**src/hw/salamander_pkg.sv**
```systemverilog
package salamander_pkg;

    ////////////////////
    // plain vector types

    typedef logic [15:0] ioctl_index_t;
    typedef logic [26:0] ioctl_addr_t;
    typedef logic [7:0]  rom_byte_t;
    typedef logic [21:0] sdram_addr_t;
    typedef logic [15:0] sdram_word_t;
    typedef logic [1:0]  sdram_bank_t;
    typedef logic [1:0]  byte_mask_t;
    typedef logic [15:0] bram_addr_t;
    typedef logic [15:0] joystick_t;
    typedef logic [7:0]  board_in_t;

    ////////////////////
    // constants

    // download index values from the host menu
    localparam ioctl_index_t IDX_ROM   = 16'd0;
    localparam ioctl_index_t IDX_DIPSW = 16'd254;

    // addr bit 19 splits sdram bytes from block ram bytes
    localparam int BRAM_REGION_BIT = 19;

    // main cpu program lives above the graphics data in bank 0
    localparam sdram_addr_t PROG_BANK0_BASE = 22'h02_0000;

    // switch defaults, 1 means the switch is off
    localparam rom_byte_t   DIPSW1_DEFAULT = 8'hFF;
    localparam rom_byte_t   DIPSW2_DEFAULT = 8'h42;
    localparam logic [3:0]  DIPSW3_DEFAULT = 4'hF;

    localparam sdram_addr_t SDRAM_ADDR_IDLE = '1;

    ////////////////////
    // bundles

    typedef struct packed {
        ioctl_index_t index;
        ioctl_addr_t  addr;
        rom_byte_t    data;
        logic         wr;
    } ioctl_t;

    typedef struct packed {
        sdram_bank_t bank;
        sdram_addr_t addr;
        byte_mask_t  mask;
        sdram_word_t data;
    } sdram_prog_cmd_t;

    typedef struct packed {
        bram_addr_t addr;
        rom_byte_t  data;
        logic       sndrom_cs;
        logic       vlmrom_cs;
    } bram_prog_cmd_t;

    typedef struct packed {
        logic       strobe;
        logic [1:0] sel;
        rom_byte_t  data;
    } dipsw_wr_t;

    typedef struct packed {
        rom_byte_t  sw1;
        rom_byte_t  sw2;
        logic [3:0] sw3;
    } dipsw_t;

endpackage
```
**src/hw/salamander_loader_top.sv**
```systemverilog
module salamander_loader_top (
    input  logic                            i_EMU_MCLK,
    input  logic                            i_EMU_INITRST,
    input  salamander_pkg::ioctl_t          i_ioctl,
    output logic                            o_ioctl_wait,
    input  logic                            i_sdram_init,
    input  logic                            i_prog_sdram_ack,
    output logic                            o_prog_sdram_en,
    output logic                            o_prog_sdram_wr,
    output salamander_pkg::sdram_prog_cmd_t o_prog_sdram,
    output logic                            o_prog_bram_en,
    output logic                            o_prog_bram_wr,
    output salamander_pkg::bram_prog_cmd_t  o_prog_bram,
    input  salamander_pkg::joystick_t       i_joystick0,
    input  salamander_pkg::joystick_t       i_joystick1,
    output salamander_pkg::board_in_t       o_in0,
    output salamander_pkg::board_in_t       o_in1,
    output salamander_pkg::board_in_t       o_in2,
    output salamander_pkg::dipsw_t          o_dipsw,
    output logic                            o_download_done
);

    logic                      sdram_byte_wr;
    salamander_pkg::dipsw_wr_t dipsw_wr;

    // host stalls during sdram init and while a write is pending
    assign o_ioctl_wait = i_sdram_init | o_prog_sdram_wr;

    ioctl_region_decoder ioctl_region_decoder_inst (
        .i_EMU_MCLK      (i_EMU_MCLK),
        .i_EMU_INITRST   (i_EMU_INITRST),
        .i_ioctl         (i_ioctl),
        .i_download_done (o_download_done),
        .o_prog_sdram_en (o_prog_sdram_en),
        .o_sdram_byte_wr (sdram_byte_wr),
        .o_prog_bram_en  (o_prog_bram_en),
        .o_prog_bram_wr  (o_prog_bram_wr),
        .o_prog_bram     (o_prog_bram),
        .o_dipsw_wr      (dipsw_wr)
    );

    sdram_prog_writer sdram_prog_writer_inst (
        .i_EMU_MCLK       (i_EMU_MCLK),
        .i_EMU_INITRST    (i_EMU_INITRST),
        .i_ioctl          (i_ioctl),
        .i_sdram_byte_wr  (sdram_byte_wr),
        .i_download_done  (o_download_done),
        .i_prog_sdram_ack (i_prog_sdram_ack),
        .o_prog_sdram_wr  (o_prog_sdram_wr),
        .o_prog_sdram     (o_prog_sdram)
    );

    board_inputs board_inputs_inst (
        .i_EMU_MCLK      (i_EMU_MCLK),
        .i_EMU_INITRST   (i_EMU_INITRST),
        .i_dipsw_wr      (dipsw_wr),
        .i_joystick0     (i_joystick0),
        .i_joystick1     (i_joystick1),
        .o_dipsw         (o_dipsw),
        .o_download_done (o_download_done),
        .o_in0           (o_in0),
        .o_in1           (o_in1),
        .o_in2           (o_in2)
    );

endmodule

```
**src/hw/board_inputs.sv**
```systemverilog
module board_inputs (
    input  logic                         i_EMU_MCLK,
    input  logic                         i_EMU_INITRST,
    input  salamander_pkg::dipsw_wr_t    i_dipsw_wr,
    input  salamander_pkg::joystick_t    i_joystick0,
    input  salamander_pkg::joystick_t    i_joystick1,
    output salamander_pkg::dipsw_t       o_dipsw,
    output logic                         o_download_done,
    output salamander_pkg::board_in_t    o_in0,
    output salamander_pkg::board_in_t    o_in1,
    output salamander_pkg::board_in_t    o_in2
);

    ////////////////////
    // dip switch bank

    always_ff @(posedge i_EMU_MCLK) begin
        if (i_EMU_INITRST) begin
            o_dipsw.sw1     <= salamander_pkg::DIPSW1_DEFAULT;
            o_dipsw.sw2     <= salamander_pkg::DIPSW2_DEFAULT;
            o_dipsw.sw3     <= salamander_pkg::DIPSW3_DEFAULT;
            o_download_done <= 1'b0;
        end else if (i_dipsw_wr.strobe && !o_download_done) begin
            case (i_dipsw_wr.sel)
                2'd0: o_dipsw.sw1 <= i_dipsw_wr.data;
                2'd1: o_dipsw.sw2 <= i_dipsw_wr.data;
                2'd2: begin
                    // third switch byte is the last thing the host sends
                    o_dipsw.sw3     <= i_dipsw_wr.data[3:0];
                    o_download_done <= 1'b1;
                end
                default: ;
            endcase
        end
    end

    ////////////////////
    // input ports

    // host joystick bits: 0 right, 1 left, 2 down, 3 up,
    // 4/5 buttons, 7 service, 8 coin, 9 start
    assign o_in0 = {o_dipsw.sw3[2:0],
                    i_joystick1[9], i_joystick0[9],
                    i_joystick0[7],
                    i_joystick1[8], i_joystick0[8]};

    // player 1, cabinet switch on top
    assign o_in1 = {o_dipsw.sw3[3], 1'b1,
                    i_joystick0[5], i_joystick0[4],
                    i_joystick0[2], i_joystick0[3],
                    i_joystick0[0], i_joystick0[1]};

    // player 2
    assign o_in2 = {2'b11,
                    i_joystick1[5], i_joystick1[4],
                    i_joystick1[2], i_joystick1[3],
                    i_joystick1[0], i_joystick1[1]};

endmodule

```
**src/hw/sdram_prog_writer.sv**
```systemverilog
module sdram_prog_writer (
    input  logic                            i_EMU_MCLK,
    input  logic                            i_EMU_INITRST,
    input  salamander_pkg::ioctl_t          i_ioctl,
    input  logic                            i_sdram_byte_wr,
    input  logic                            i_download_done,
    input  logic                            i_prog_sdram_ack,
    output logic                            o_prog_sdram_wr,
    output salamander_pkg::sdram_prog_cmd_t o_prog_sdram
);

    logic [2:0]                  region;
    salamander_pkg::sdram_word_t byte_pair;

    // bit 19 is already clear for sdram bytes
    assign region    = i_ioctl.addr[18:16];
    assign byte_pair = {i_ioctl.data, i_ioctl.data};

    ////////////////////
    // write hold

    always_ff @(posedge i_EMU_MCLK) begin
        if (i_EMU_INITRST || i_download_done) begin
            o_prog_sdram_wr   <= 1'b0;
            o_prog_sdram.bank <= '0;
            o_prog_sdram.addr <= salamander_pkg::SDRAM_ADDR_IDLE;
            o_prog_sdram.mask <= '0;
            o_prog_sdram.data <= '1;
        end else if (!o_prog_sdram_wr) begin
            if (i_sdram_byte_wr) begin
                o_prog_sdram_wr   <= 1'b1;
                o_prog_sdram.data <= byte_pair;
                case (region)
                    3'd4, 3'd5: begin
                        // pcm samples, two bytes per word, low byte first
                        o_prog_sdram.bank <= 2'd1;
                        o_prog_sdram.addr <= salamander_pkg::sdram_addr_t'(i_ioctl.addr[16:1]);
                        o_prog_sdram.mask <= i_ioctl.addr[0] ? 2'b01 : 2'b10;
                    end
                    3'd6, 3'd7: begin
                        // 68k program, even rom in the high byte
                        o_prog_sdram.bank <= 2'd0;
                        o_prog_sdram.addr <= salamander_pkg::PROG_BANK0_BASE
                            + salamander_pkg::sdram_addr_t'(i_ioctl.addr[15:0]);
                        o_prog_sdram.mask <= i_ioctl.addr[16] ? 2'b10 : 2'b01;
                    end
                    default: begin
                        // graphics, two roms interleaved by bit 17
                        o_prog_sdram.bank <= 2'd0;
                        o_prog_sdram.addr <= salamander_pkg::sdram_addr_t'(i_ioctl.addr[16:0]);
                        o_prog_sdram.mask <= i_ioctl.addr[17] ? 2'b10 : 2'b01;
                    end
                endcase
            end
        end else if (i_prog_sdram_ack) begin
            o_prog_sdram_wr <= 1'b0;
        end
    end

endmodule

```
**src/hw/ioctl_region_decoder.sv**
```systemverilog
module ioctl_region_decoder (
    input  logic                           i_EMU_MCLK,
    input  logic                           i_EMU_INITRST,
    input  salamander_pkg::ioctl_t         i_ioctl,
    input  logic                           i_download_done,
    output logic                           o_prog_sdram_en,
    output logic                           o_sdram_byte_wr,
    output logic                           o_prog_bram_en,
    output logic                           o_prog_bram_wr,
    output salamander_pkg::bram_prog_cmd_t o_prog_bram,
    output salamander_pkg::dipsw_wr_t      o_dipsw_wr
);

    logic is_rom;
    logic is_dipsw;
    logic is_bram_byte;

    assign is_rom       = (i_ioctl.index == salamander_pkg::IDX_ROM);
    assign is_dipsw     = (i_ioctl.index == salamander_pkg::IDX_DIPSW);
    assign is_bram_byte = i_ioctl.addr[salamander_pkg::BRAM_REGION_BIT];

    ////////////////////
    // region enables and block ram write

    always_ff @(posedge i_EMU_MCLK) begin
        if (i_EMU_INITRST || i_download_done) begin
            o_prog_sdram_en <= 1'b0;
            o_prog_bram_en  <= 1'b0;
            o_prog_bram_wr  <= 1'b0;
        end else if (is_rom) begin
            o_prog_sdram_en <= ~is_bram_byte;
            o_prog_bram_en  <= is_bram_byte;
            // write level tracks the host strobe, one cycle late
            o_prog_bram_wr  <= is_bram_byte & i_ioctl.wr;
        end else if (is_dipsw) begin
            o_prog_sdram_en <= 1'b0;
            o_prog_bram_en  <= 1'b0;
            o_prog_bram_wr  <= 1'b0;
        end
    end

    // address, data and chip select for the block ram side
    always_ff @(posedge i_EMU_MCLK) begin
        if (!i_download_done && is_rom && is_bram_byte && i_ioctl.wr) begin
            o_prog_bram.addr      <= i_ioctl.addr[15:0];
            o_prog_bram.data      <= i_ioctl.data;
            // lower 32k is the sound program, upper half the speech commands
            o_prog_bram.sndrom_cs <= ~i_ioctl.addr[15];
            o_prog_bram.vlmrom_cs <= i_ioctl.addr[15];
        end
    end

    ////////////////////
    // sdram strobe and dip switch writes

    assign o_sdram_byte_wr = ~i_download_done & is_rom & ~is_bram_byte & i_ioctl.wr;

    // only registers 0 to 2 exist
    assign o_dipsw_wr.strobe = ~i_download_done & is_dipsw & i_ioctl.wr
                               & (i_ioctl.addr[2:0] < 3'd3);
    assign o_dipsw_wr.sel    = i_ioctl.addr[1:0];
    assign o_dipsw_wr.data   = i_ioctl.data;

endmodule

```
**config.mk**
```make
export PLATFORM = sky130hd
export DESIGN_NAME = salamander_loader_top
export DESIGN_NICKNAME = d
export VERILOG_FILES = /design/src/hw/salamander_pkg.sv /design/src/hw/salamander_loader_top.sv /design/src/hw/board_inputs.sv /design/src/hw/sdram_prog_writer.sv /design/src/hw/ioctl_region_decoder.sv
export SDC_FILE = /design/constraint.sdc
export NUM_CORES = 1
export LEC_CHECK = 0
export BUFFER_PORTS_ARGS = -buffer_cell sky130_fd_sc_hd__clkbuf_2
export CAP_MARGIN = 10
export CORE_UTILIZATION = 47
export DETAILED_ROUTE_END_ITERATION = 6
export HOLD_SLACK_MARGIN = 0.08
export PLACE_DENSITY = 0.83
export SLEW_MARGIN = 20
export SYNTH_ARGS = -nofsm -noshare
export SYNTH_HDL_FRONTEND = slang
export SYNTH_HIERARCHICAL = 1
export SYNTH_SLANG_ARGS = --single-unit
```
**constraint.sdc**
```tcl
create_clock -name i_EMU_MCLK -period 5.5 [get_ports i_EMU_MCLK]
set_input_delay 0.55 -clock i_EMU_MCLK [delete_from_list [all_inputs] [get_ports i_EMU_MCLK]]
set_output_delay 0.55 -clock i_EMU_MCLK [all_outputs]
set_load 0.01 [all_outputs]
```
==> summary.txt, run 1 <==
Outcome -> finished, final reports clean
Worst vdd ir -> 0.109 mV
Crit Path Class -> in2reg
Number of global-route vias before repair -> 2225
Post-synth top flop -> dfxtp_1
Origin of the worst min-delay path -> i_ioctl[14]
FFs w/ async S/R, synth -> 0%
GRT Overall Usage -> 18.6%
Horizontal die dimension -> 88.1 µm
Fin Clk Skew -> 0.00635 ns
Count of placed standard cells including taps -> 497
Number of vias per cell after detailed routing -> 4.91
Slew at the pin closest to its max-slew limit -> 0.937 ns
Detailed-placement wirelength estimate -> 5.39 mm
Filler Cell Count -> 652
Register-to-register path setup slack -> 3.34 ns
Number of sinks on the clock net -> 80
Average wire per cell in the routed design -> 14.0 µm
DR pass1 iterations -> 4
Top-area cell type share of the netlist area -> 31.6%
Total of endpoints with negative setup slack in the final report -> 0
Area Overhead vs Synth -> 16.0%
CTS root buf -> clkbuf_8
Largest net degree at the start of global routing -> 40
Number of buffers added to fix hold violations after cts -> 0
Sequential share of the synthesized area -> 53.2%
Core Box Area -> 0.00721 mm²
Endpoint arrival time on the critical path -> 3.03 ns
Antenna violations before repair -> 0
Cells after Synth -> 311
Total power per unit cell area -> 253 mW/mm²
Post-synth EDFFs -> 25
Diodes inserted -> 0
Distinct cells, synth -> 40
Netlist area before placement -> 0.00348 mm²
Maximum buffer depth of the clock tree -> 2
Cell types with the highest counts after synthesis -> dfxtp_1, buf_4, mux2i_1, nand2_1, edfxtp_1
Clock tree from TritonCTS -> yes
Gates resized, CTS repair -> 0
Starting density of the core -> 48.3%
Leakage -> 1.75 nW
Vertical die dimension -> 88.1 µm
FF-to-FF Start -> board_inputs_inst/o_download_done
FF+latch count, synth -> 80
Largest driver fanout on the critical path -> 13
Rel. slew slack -> 37.4%
First DRT Iteration DRCs -> 57
Hold violation count in the final report -> 0
Setup repair after global routing missed its margin -> false
DRC -> 0
Max Transition Viols Final -> 0
Post-Layout Cell Count -> 512
Overflow left after global routing -> 0
Leading area contributor after synthesis -> dfxtp_1
Detailed-route wire length -> 7.19 mm
Crit path launch type -> input port
Die area -> 0.00776 mm²
Postcts setup bufs -> 0
Average cell area after synthesis -> 11.2 µm²
Worst hold path class -> in2reg
Final weighted congestion in routability-driven placement -> 0.815
Count of standard-cell rows -> 31
Number of H-tree levels -> 3
End of the critical path -> sdram_prog_writer_inst/o_prog_sdram[16]
Count of nets after finishing -> 497
Reg-to-reg critical path endpoint -> sdram_prog_writer_inst/o_prog_sdram[16]
Remaining antenna violation count after routing -> 0
Critical path data required time -> 5.78 ns
Count of input and output buffers -> 145
Clock buffers created by TritonCTS -> 9
Clk Latency, worst-skew pair -> 0.34 ns
Number of vias in the routed layout -> 2512
CP startpoint -> i_ioctl[46]
Fraction of the core area covered by cells at the end of the flow -> 56.0%
I/O pin count -> 206
Most frequent cell after synthesis -> dfxtp_1
Post-layout minimum cycle time -> 2.75 ns
Cell types with the largest area share after synthesis -> dfxtp_1, edfxtp_1, mux2i_1
Setup_tns -> 0 ns
Final critical-path share of the clock period -> 50.0%
Max-cap violations -> 0
Fraction of final layout cells with drive strength greater than 1 -> 40.9%
Yosys warning count -> 6
Crit path capture type -> register
Clock transition time at the flip-flop clock pins of the worst setup and hold paths -> 0.08 ns
Worst Reg-to-Reg Cells -> 5
First-pass GRT wire length -> 10.7 mm
Highest attainable clock frequency -> 364 MHz
[where the power goes]
part	total [mW]	internal (mW)	switching, mW	leakage (nW)
clock	0.356	0.161	0.195	0.0773
combinational	0.0599	0.0267	0.0332	1.01
sequential	0.607	0.607	0.00000152	0.669
[metrics by stage]
stage | power, mW | hold slack (ns) | cell area, µm² | worst slack, ns
2_1_floorplan | 0.673 | 0.480 | 3490 | 1.60
3_3_place_gp | 0.679 | 0.448 | 3890 | 2.39
3_5_place_dp | 0.681 | 0.453 | 3890 | 2.35
4_1_cts | 1.03 | 0.397 | 4040 | 2.72
5_1_grt | 1.07 | 0.389 | 4040 | 2.56
6_report | 1.02 | 0.407 | 4040 | 2.75
[per-layer routing]
| metal | vias to the layer above | GRT usage (%) | part of all wire [%] |
|---|---|---|---|
| met5 | - | 0 | 0 |
| met4 | 0 | 8.50 | 1.9 |
| met3 | 19 | 5.18 | 5.3 |
| met2 | 95 | 32.0 | 52 |
| met1 | 1171 | 21.6 | 41 |
| li1 | 1227 | - | - |
[worst max-delay path: stages]
cell and delay (ns):
clkbuf_2 0.09, or4_4 0.54, nor4_4 0.33, nand3b_2 0.13, nor3_1 0.20, nor2b_1 0.78
o21ai_0 0.15, o21ba_2 0.27
[area by class of cell]
type	count	area, µm²	share of cell area, %
well taps	99	124	3.07
multi-input cells	169	1170	28.9
clock inverters	2	10.0	0.248
clock buffers	13	139	3.44
inverters	2	7.51	0.186
repair buffers	147	741	18.3
flip-flops and latches	80	1850	45.8
[cells in the final DEF (no fill, tap or decap), types with 2 or more instances in the layout]
cell / Yosys / final
clkbuf_2: 0 / 145
a21oi_1: 4 / 4
inv_1: 2 / 2
nor2_1: 24 / 24
o21ba_2: 2 / 2
nand2b_1: 16 / 16
conb_1: 2 / 4
edfxtp_1: 25 / 25
buf_4: 48 / 2
a2bb2oi_1: 17 / 17
clkinv_2: 0 / 2
nand3_1: 9 / 9
dfxtp_1: 55 / 55
o21ai_0: 4 / 4
nor3_1: 2 / 2
or2_1: 2 / 2
clkbuf_8: 0 / 9
mux2i_1: 36 / 36
and4bb_1: 2 / 2
nand2_1: 26 / 26
clkbuf_1: 0 / 4
[sequential cells by signal, indices dropped and copies added, names as in the netlist]
register and cells:
sdram_prog_writer_inst/o_prog_sdram 30, ioctl_region_decoder_inst/o_prog_bram 25, board_inputs_inst/o_dipsw 20, board_inputs_inst/o_download_done 1
ioctl_region_decoder_inst/o_prog_bram_en 1, ioctl_region_decoder_inst/o_prog_bram_wr 1, ioctl_region_decoder_inst/o_prog_sdram_en 1, sdram_prog_writer_inst/o_prog_sdram_wr 1
[logic make-up after synthesis]
family | synth area share (%)
flip-flops | 53.2
other | 0.216
AND/OR/NAND/NOR | 15.3
multiplexers | 10.3
buffers and inverters | 13.7
AO/OA/AOI/OAI | 7.33
[how the worst min path moves through the flow]
stage | end | slack (ns) | cells past startpoint
2_1_floorplan | ioctl_region_decoder_inst/o_prog_sdram_en | 0.48 | 2
3_3_place_gp | ioctl_region_decoder_inst/o_prog_sdram_en | 0.45 | 2
3_5_place_dp | sdram_prog_writer_inst/o_prog_sdram[40] | 0.45 | 2
4_1_cts | ioctl_region_decoder_inst/o_prog_bram[15] | 0.40 | 1
5_1_grt | ioctl_region_decoder_inst/o_prog_bram[21] | 0.39 | 1
6_report | ioctl_region_decoder_inst/o_prog_bram[15] | 0.41 | 1
Power figures use the tool's default switching activity.
==> run 2: changes to the inputs <==
--- a/config.mk
+++ b/config.mk
@@ -7,10 +7,10 @@
 export LEC_CHECK = 0
 export BUFFER_PORTS_ARGS = -buffer_cell sky130_fd_sc_hd__clkbuf_2
 export CAP_MARGIN = 10
-export CORE_UTILIZATION = 47
+export CORE_UTILIZATION = 44
 export DETAILED_ROUTE_END_ITERATION = 6
 export HOLD_SLACK_MARGIN = 0.08
-export PLACE_DENSITY = 0.83
+export PLACE_DENSITY = 0.78
 export SLEW_MARGIN = 20
 export SYNTH_ARGS = -nofsm -noshare
 export SYNTH_HDL_FRONTEND = slang
==> constraint.sdc (replaced) <==
create_clock -name i_EMU_MCLK -period 2.75 [get_ports i_EMU_MCLK]
set_input_delay 0.275 -clock i_EMU_MCLK [delete_from_list [all_inputs] [get_ports i_EMU_MCLK]]
set_output_delay 0.275 -clock i_EMU_MCLK [all_outputs]
set_load 0.01 [all_outputs]
==> summary.txt, run 2 (synthesized netlist as in run 1, its figures left out) <==
Final critical-path share of the clock period -> 82.8%
Fin Clk Skew -> 0.00739 ns (+0.00104 ns)
Number of buffers added to fix hold violations after cts -> 0 (unchanged)
Diodes inserted -> 0 (unchanged)
Endpoint arrival time on the critical path -> 2.55 ns (-0.48 ns)
Origin of the worst min-delay path -> i_ioctl[21]
Core Box Area -> 0.00769 mm² (+6.6%)
Average wire per cell in the routed design -> 14.1 µm (+0.76%)
Clock tree from TritonCTS -> yes
Maximum buffer depth of the clock tree -> 2 (unchanged)
Leakage -> 1.84 nW (+5.0%)
Die area -> 0.00827 mm² (+6.7%)
Final weighted congestion in routability-driven placement -> 0.806 (-1.1%)
Count of standard-cell rows -> 32 (+3.2%)
Global-route met1 utilization -> 21.4% (-0.19 points)
Number of flip-flops in the largest register -> 30 (unchanged)
Clk Latency, worst-skew pair -> 0.34 ns (about the same)
DR pass1 iterations -> 4 (unchanged)
Register with the most flip-flops -> sdram_prog_writer_inst/o_prog_sdram
Crit Path Class -> in2reg
Number of vias per cell after detailed routing -> 4.85 (-1.2%)
Largest driver fanout on the critical path -> 8 (-5)
Busiest layer in global routing -> met2
Leading cell type in the layout, fill and taps excluded -> clkbuf_2
Starting density of the core -> 45.3% (-3.0 points)
Gates resized, CTS repair -> 0 (unchanged)
CTS root buf -> clkbuf_8
Rel. slew slack -> 54.9% (+17 points)
DRC -> 0 (unchanged)
CP startpoint -> i_ioctl[46]
Antenna violations before repair -> 0 (unchanged)
Count of input and output buffers -> 145 (unchanged)
Worst slack, placed -> 0.0617 ns (-2.29 ns)
GRT Overall Usage -> 18.1% (-0.48 points)
Hold violation count in the final report -> 0 (unchanged)
First-pass GRT wire length -> 11.8 mm (+9.6%)
First DRT Iteration DRCs -> 96 (+68%)
Worst vdd ir -> 0.251 mV (+130%)
Number of H-tree levels -> 3 (unchanged)
Total power consumption of the routed design -> 2.46 mW (+140%)
Post-layout minimum cycle time -> 2.28 ns
Crit path launch type -> input port
Vertical die dimension -> 91.0 µm (+3.3%)
Fraction of final layout cells with drive strength greater than 1 -> 42.9% (+1.9 points)
Total power per unit cell area -> 585 mW/mm² (+130%)
Critical path data required time -> 3.02 ns (-2.76 ns)
Remaining antenna violation count after routing -> 0 (unchanged)
Setup repair after global routing missed its margin -> false
Clock buffers created by TritonCTS -> 9 (unchanged)
I/O pin count -> 206 (unchanged)
Worst path setup slack after routing -> 0.472 ns (-2.28 ns)
Number of sinks on the clock net -> 80 (unchanged)
Crit path capture type -> register
GR met3 Demand/Resource -> 3.43% (-1.7 points)
Highest attainable clock frequency -> 439 MHz
Number of vias in the routed layout -> 2530 (+0.72%)
Worst hold path class -> in2reg
Clock transition time at the flip-flop clock pins of the worst setup and hold paths -> 0.09 ns (about the same)
Max Transition Viols Final -> 0 (unchanged)
Met2 GRT Util -> 30.9% (-1.1 points)
Largest net degree at the start of global routing -> 40 (unchanged)
Area Overhead vs Synth -> 21.0%
Overflow left after global routing -> 0 (unchanged)
Outcome -> finished, final reports clean
Slew at the pin closest to its max-slew limit -> 0.677 ns (-0.260 ns)
Horizontal die dimension -> 91.0 µm (+3.3%)
Postcts setup bufs -> 0 (unchanged)
Max-cap violations -> 0 (unchanged)
Count of nets after finishing -> 503 (+1.2%)
Total of endpoints with negative setup slack in the final report -> 0 (unchanged)
Highest-count cells in the layout ignoring fill and taps -> clkbuf_2, dfxtp_1, mux2i_1
FF-to-FF Start -> board_inputs_inst/o_download_done
Detailed-route wire length -> 7.39 mm (+2.7%)
Detailed-placement wirelength estimate -> 5.56 mm (+3.0%)
Number of global-route vias before repair -> 2424 (+8.9%)
Registers with the highest flip-flop counts -> sdram_prog_writer_inst/o_prog_sdram: 30 flops, ioctl_region_decoder_inst/o_prog_bram: 25 flops, board_inputs_inst/o_dipsw: 20 flops
Setup_tns -> 0 ns (unchanged)
## run 2: metal layers
metal / up-vias / wire length (µm) / part of all wire (%)
met5: - / 0 / 0
met4: 0 / 191 / 2.6
met3: 21 / 355 / 4.8
met2: 100 / 3680 / 50
met1: 1172 / 3160 / 43
li1: 1237 / - / -
## run 2: where the power goes
part | switching (mW) | leakage [nW] | internal [mW] | total, mW
clock network | 0.430 | 0.134 | 0.698 | 1.13
registers | 0.00000300 | 0.669 | 1.21 | 1.21
logic | 0.0674 | 1.04 | 0.0547 | 0.122
total | 0.497 | 1.84 | 1.97 | 2.46
## run 2: metrics by stage
step / hold WS (ns) / area [µm²] / cells / utilization, %
4_1_cts: 0.125 / 4210 / 522 / 54.8
3_5_place_dp: 0.465 / 3950 / 506 / 51.3
3_3_place_gp: 0.451 / 3950 / 506 / 51.3
6_report: 0.142 / 4210 / 522 / 54.8
2_1_floorplan: 0.374 / 3500 / 313 / -
5_1_grt: 0.117 / 4210 / 522 / 54.8
## run 2: worst paths after layout
path                                                                  end  slack (ns)  cells past startpoint
worst max-delay path                        board_inputs_inst/o_dipsw[15]        0.47                      8
worst min-delay path            ioctl_region_decoder_inst/o_prog_bram[22]        0.14                      1
worst max register to register              board_inputs_inst/o_dipsw[15]        0.95                      5
worst min register to register  ioctl_region_decoder_inst/o_prog_sdram_en        0.47                      2
## run 2: cell type report
type | instances | area, µm²
clock buffer | 9 | 124
inverter | 2 | 7.51
tap | 102 | 128
timing repair buffer | 153 | 786
multi-input combinational | 169 | 1170
fill | 741 | 3470
clock inverter | 7 | 143
sequential | 80 | 1850
## run 2: critical path: stages
cell       delay (ns)
clkbuf_2         0.08
or4_4            0.53
nor4_4           0.32
nand3b_2         0.14
a2111oi_2        0.46
nor4b_2          0.27
buf_4            0.24
mux2i_1          0.23
==> run 3: changes to the inputs <==
--- a/config.mk
+++ b/config.mk
@@ -7,10 +7,10 @@
 export LEC_CHECK = 0
 export BUFFER_PORTS_ARGS = -buffer_cell sky130_fd_sc_hd__clkbuf_2
 export CAP_MARGIN = 10
-export CORE_UTILIZATION = 44
+export CORE_UTILIZATION = 39
 export DETAILED_ROUTE_END_ITERATION = 6
 export HOLD_SLACK_MARGIN = 0.08
-export PLACE_DENSITY = 0.78
+export PLACE_DENSITY = 0.73
 export SLEW_MARGIN = 20
 export SYNTH_ARGS = -nofsm -noshare
 export SYNTH_HDL_FRONTEND = slang
==> constraint.sdc (replaced) <==
create_clock -name i_EMU_MCLK -period 1.85 [get_ports i_EMU_MCLK]
set_input_delay 0.185 -clock i_EMU_MCLK [delete_from_list [all_inputs] [get_ports i_EMU_MCLK]]
set_output_delay 0.185 -clock i_EMU_MCLK [all_outputs]
set_load 0.01 [all_outputs]
==> summary.txt, run 3 (synthesized netlist as in run 1, its figures left out) <==
Outcome -> finished, final reports clean
Registers with the highest flip-flop counts -> sdram_prog_writer_inst/o_prog_sdram: 30 flops, ioctl_region_decoder_inst/o_prog_bram: 25 flops, board_inputs_inst/o_dipsw: 20 flops
CP cell instances -> clkbuf_2, or4_4, nor4_4, buf_4, buf_4, nand3_4, nor3b_4, buf_6
Fraction of the core area covered by cells at the end of the flow -> 52.4% (-2.4 points)
Met3 layer wire length in the routed design -> 429 µm (+21%)
DR pass1 iterations -> 6 (+2)
Detailed-placement wirelength estimate -> 5.99 mm (+7.9%)
Clock buffers created by TritonCTS -> 9 (unchanged)
Filler Cell Count -> 796 (+7.4%)
Count of standard-cell rows -> 34 (+6.3%)
Max Transition Viols Final -> 0 (unchanged)
Share of power burned in registers -> 56.5% (+7.2 points)
Setup repair after global routing missed its margin -> true
Wire length on met2 -> 4.03 mm (+9.6%)
Post-layout minimum cycle time -> 1.82 ns
Worst hold path class -> in2reg
Final critical-path share of the clock period -> 98.6%
FF-to-FF Start -> board_inputs_inst/o_download_done
Number of vias in the routed layout -> 2661 (+5.2%)
WHS Endpoint -> sdram_prog_writer_inst/o_prog_sdram[34]
Fraction of final layout cells with drive strength greater than 1 -> 42.4% (-0.47 points)
Part of the total power dissipated in combinational logic -> 7.3% (+2.3 points)
I/O pin count -> 206 (unchanged)
Highest attainable clock frequency -> 548 MHz
CTS root buf -> clkbuf_8
Maximum buffer depth of the clock tree -> 2 (unchanged)
Largest net degree at the start of global routing -> 38 (-5.0%)
DRC -> 0 (unchanged)
Number of sinks on the clock net -> 80 (unchanged)
First-pass GRT wire length -> 12.2 mm (+3.8%)
Horizontal die dimension -> 96.5 µm (+6.1%)
Placed inst area -> 0.00410 mm² (+4.0%)
Origin of the worst min-delay path -> i_ioctl[27]
Hold violation count in the final report -> 0 (unchanged)
Crit path launch type -> input port
Diodes inserted -> 0 (unchanged)
Crit path capture type -> register
Fin Clk Skew -> 0.00921 ns (+0.00181 ns)
Clock transition time at the flip-flop clock pins of the worst setup and hold paths -> 0.07 ns (-0.02 ns)
Setup_tns -> 0 ns (unchanged)
Clock tree from TritonCTS -> yes
Average wire per cell in the routed design -> 14.5 µm (+2.5%)
Largest driver fanout on the critical path -> 8 (unchanged)
GRT Overall Usage -> 17.6% (-0.50 points)
Number of global-route vias before repair -> 2464 (+1.7%)
Number of H-tree levels -> 3 (unchanged)
Delay-heaviest family, CP -> simple AND/OR/NAND/NOR gates
Endpoint arrival time on the critical path -> 1.88 ns (-0.67 ns)
Net switching power of the design -> 0.713 mW (+43%)
Standard cell with the maximum stage delay on the critical path -> or4_4
Highest-count cells in the layout ignoring fill and taps -> clkbuf_2, dfxtp_1, mux2i_1
Remaining antenna violation count after routing -> 0 (unchanged)
Reg-to-reg critical path endpoint -> board_inputs_inst/o_dipsw[13]
Starting density of the core -> 40.1% (-5.2 points)
Leakage -> 1.98 nW (+7.4%)
Area Overhead vs Synth -> 30.5%
Number of vias per cell after detailed routing -> 4.74 (-2.1%)
Register with the most flip-flops -> sdram_prog_writer_inst/o_prog_sdram
Top cell by count, worst path -> buf_4
Count of nets after finishing -> 536 (+6.6%)
Antenna violations before repair -> 0 (unchanged)
Total of endpoints with negative setup slack in the final report -> 0 (unchanged)
Delay of the slowest cell on the worst path -> 0.53 ns (about the same)
Number of flip-flops in the largest register -> 30 (unchanged)
Wire length the detailed router placed on met1 -> 3.47 mm (+9.6%)
Worst vdd ir -> 0.315 mV (+26%)
Max-cap violations -> 0 (unchanged)
Die area -> 0.00931 mm² (+13%)
Detailed-route wire length -> 8.13 mm (+10%)
Internal power -> 2.48 mW (+26%)
Final design instance area without fill -> 0.00454 mm² (+7.9%)
Count of input and output buffers -> 145 (unchanged)
Leading cell type in the layout, fill and taps excluded -> clkbuf_2
Crit path buffers/inverters -> 4 (+2)
Fraction of power consumed by the clock network -> 36.2% (-9.6 points)
Rel. slew slack -> 61.0% (+6.1 points)
Final weighted congestion in routability-driven placement -> 0.775 (-3.8%)
Overflow left after global routing -> 0 (unchanged)
Clk Latency, worst-skew pair -> 0.35 ns (about the same)
Slew at the pin closest to its max-slew limit -> 0.585 ns (-0.0922 ns)
First DRT Iteration DRCs -> 67 (-30%)
Crit Path Class -> in2reg
Share of total power consumed by net switching -> 22.3% (+2.1 points)
Register-to-register path setup slack -> 0.39 ns (-0.56 ns)
Top layer in use -> met4
Total power per unit cell area -> 703 mW/mm² (+20%)
Total power consumption of the routed design -> 3.20 mW (+30%)
Cell count of the worst hold path -> 2 (+1)
Critical path data required time -> 1.91 ns (-1.11 ns)
Worst Reg-to-Reg Cells -> 5 (unchanged)
Vertical die dimension -> 96.5 µm (+6.1%)
Core Box Area -> 0.00868 mm² (+13%)
## run 3: worst reg2reg max path: cells and delay by family (launching register included)
family	cells	cell delay, ns
buffers and inverters	1	0.19
AND/OR/NAND/NOR	2	0.43
flip-flops	1	0.32
AO/OA/AOI/OAI	1	0.24
multiplexers	1	0.20
## run 3: power groups by stage
stage / Sequential [mW] / Combinational [mW] / Clock, mW
2_1_floorplan: 1.85 / 0.156 / 0
3_3_place_gp: 1.85 / 0.190 / 0
3_5_place_dp: 1.85 / 0.192 / 0
4_1_cts: 1.80 / 0.228 / 1.18
5_1_grt: 1.80 / 0.253 / 1.26
6_report: 1.80 / 0.233 / 1.16
## run 3: cell type report
cell class / count / area [µm²] / share of cell area [%]
inverters: 2 / 7.51 / 0.165
well taps: 108 / 135 / 2.97
clock buffers: 15 / 166 / 3.66
flip-flops and latches: 80 / 1850 / 40.7
clock inverters: 1 / 5.00 / 0.110
multi-input cells: 169 / 1240 / 27.4
repair buffers: 186 / 1130 / 25.0
## run 3: routing by layer
metal / global-route usage [%] / vias up
met4: 8.46 / 0
met5: 0 / -
met3: 4.15 / 22
li1: - / 1303
met2: 29.6 / 96
met1: 21.1 / 1240
## run 3: repair_timing
item	in CTS	in global routing
cloned	0	0
hold endpoints to repair	21	0
endpoints found under the setup margin	37	36
resized for setup	0	10
hold buffers	21	0
pin swaps	2	0
buffers inserted	1	0
## run 3: how the worst max path moves through the flow
stage                                                 to  slack, ns  cells after the start   startpoint
2_1_floorplan  ioctl_region_decoder_inst/o_prog_bram[10]      -0.46                      4  i_ioctl[46]
3_3_place_gp               board_inputs_inst/o_dipsw[14]      -0.42                      8  i_ioctl[46]
3_5_place_dp               board_inputs_inst/o_dipsw[16]      -0.52                      8  i_ioctl[46]
4_1_cts          sdram_prog_writer_inst/o_prog_sdram[28]       0.02                     10  i_ioctl[46]
5_1_grt                    board_inputs_inst/o_dipsw[13]      -0.07                      8  i_ioctl[46]
6_report        ioctl_region_decoder_inst/o_prog_bram[8]       0.03                      8  i_ioctl[46]
## run 3: metrics by stage
step	cells	hold WS (ns)	worst slack, ns
after floorplan	313	0.284	-0.465
after detailed placement	523	0.370	-0.524
after global placement	523	0.370	-0.419
after global routing	561	0.109	-0.0737
after CTS	561	0.110	0.0175
final	561	0.117	0.0260
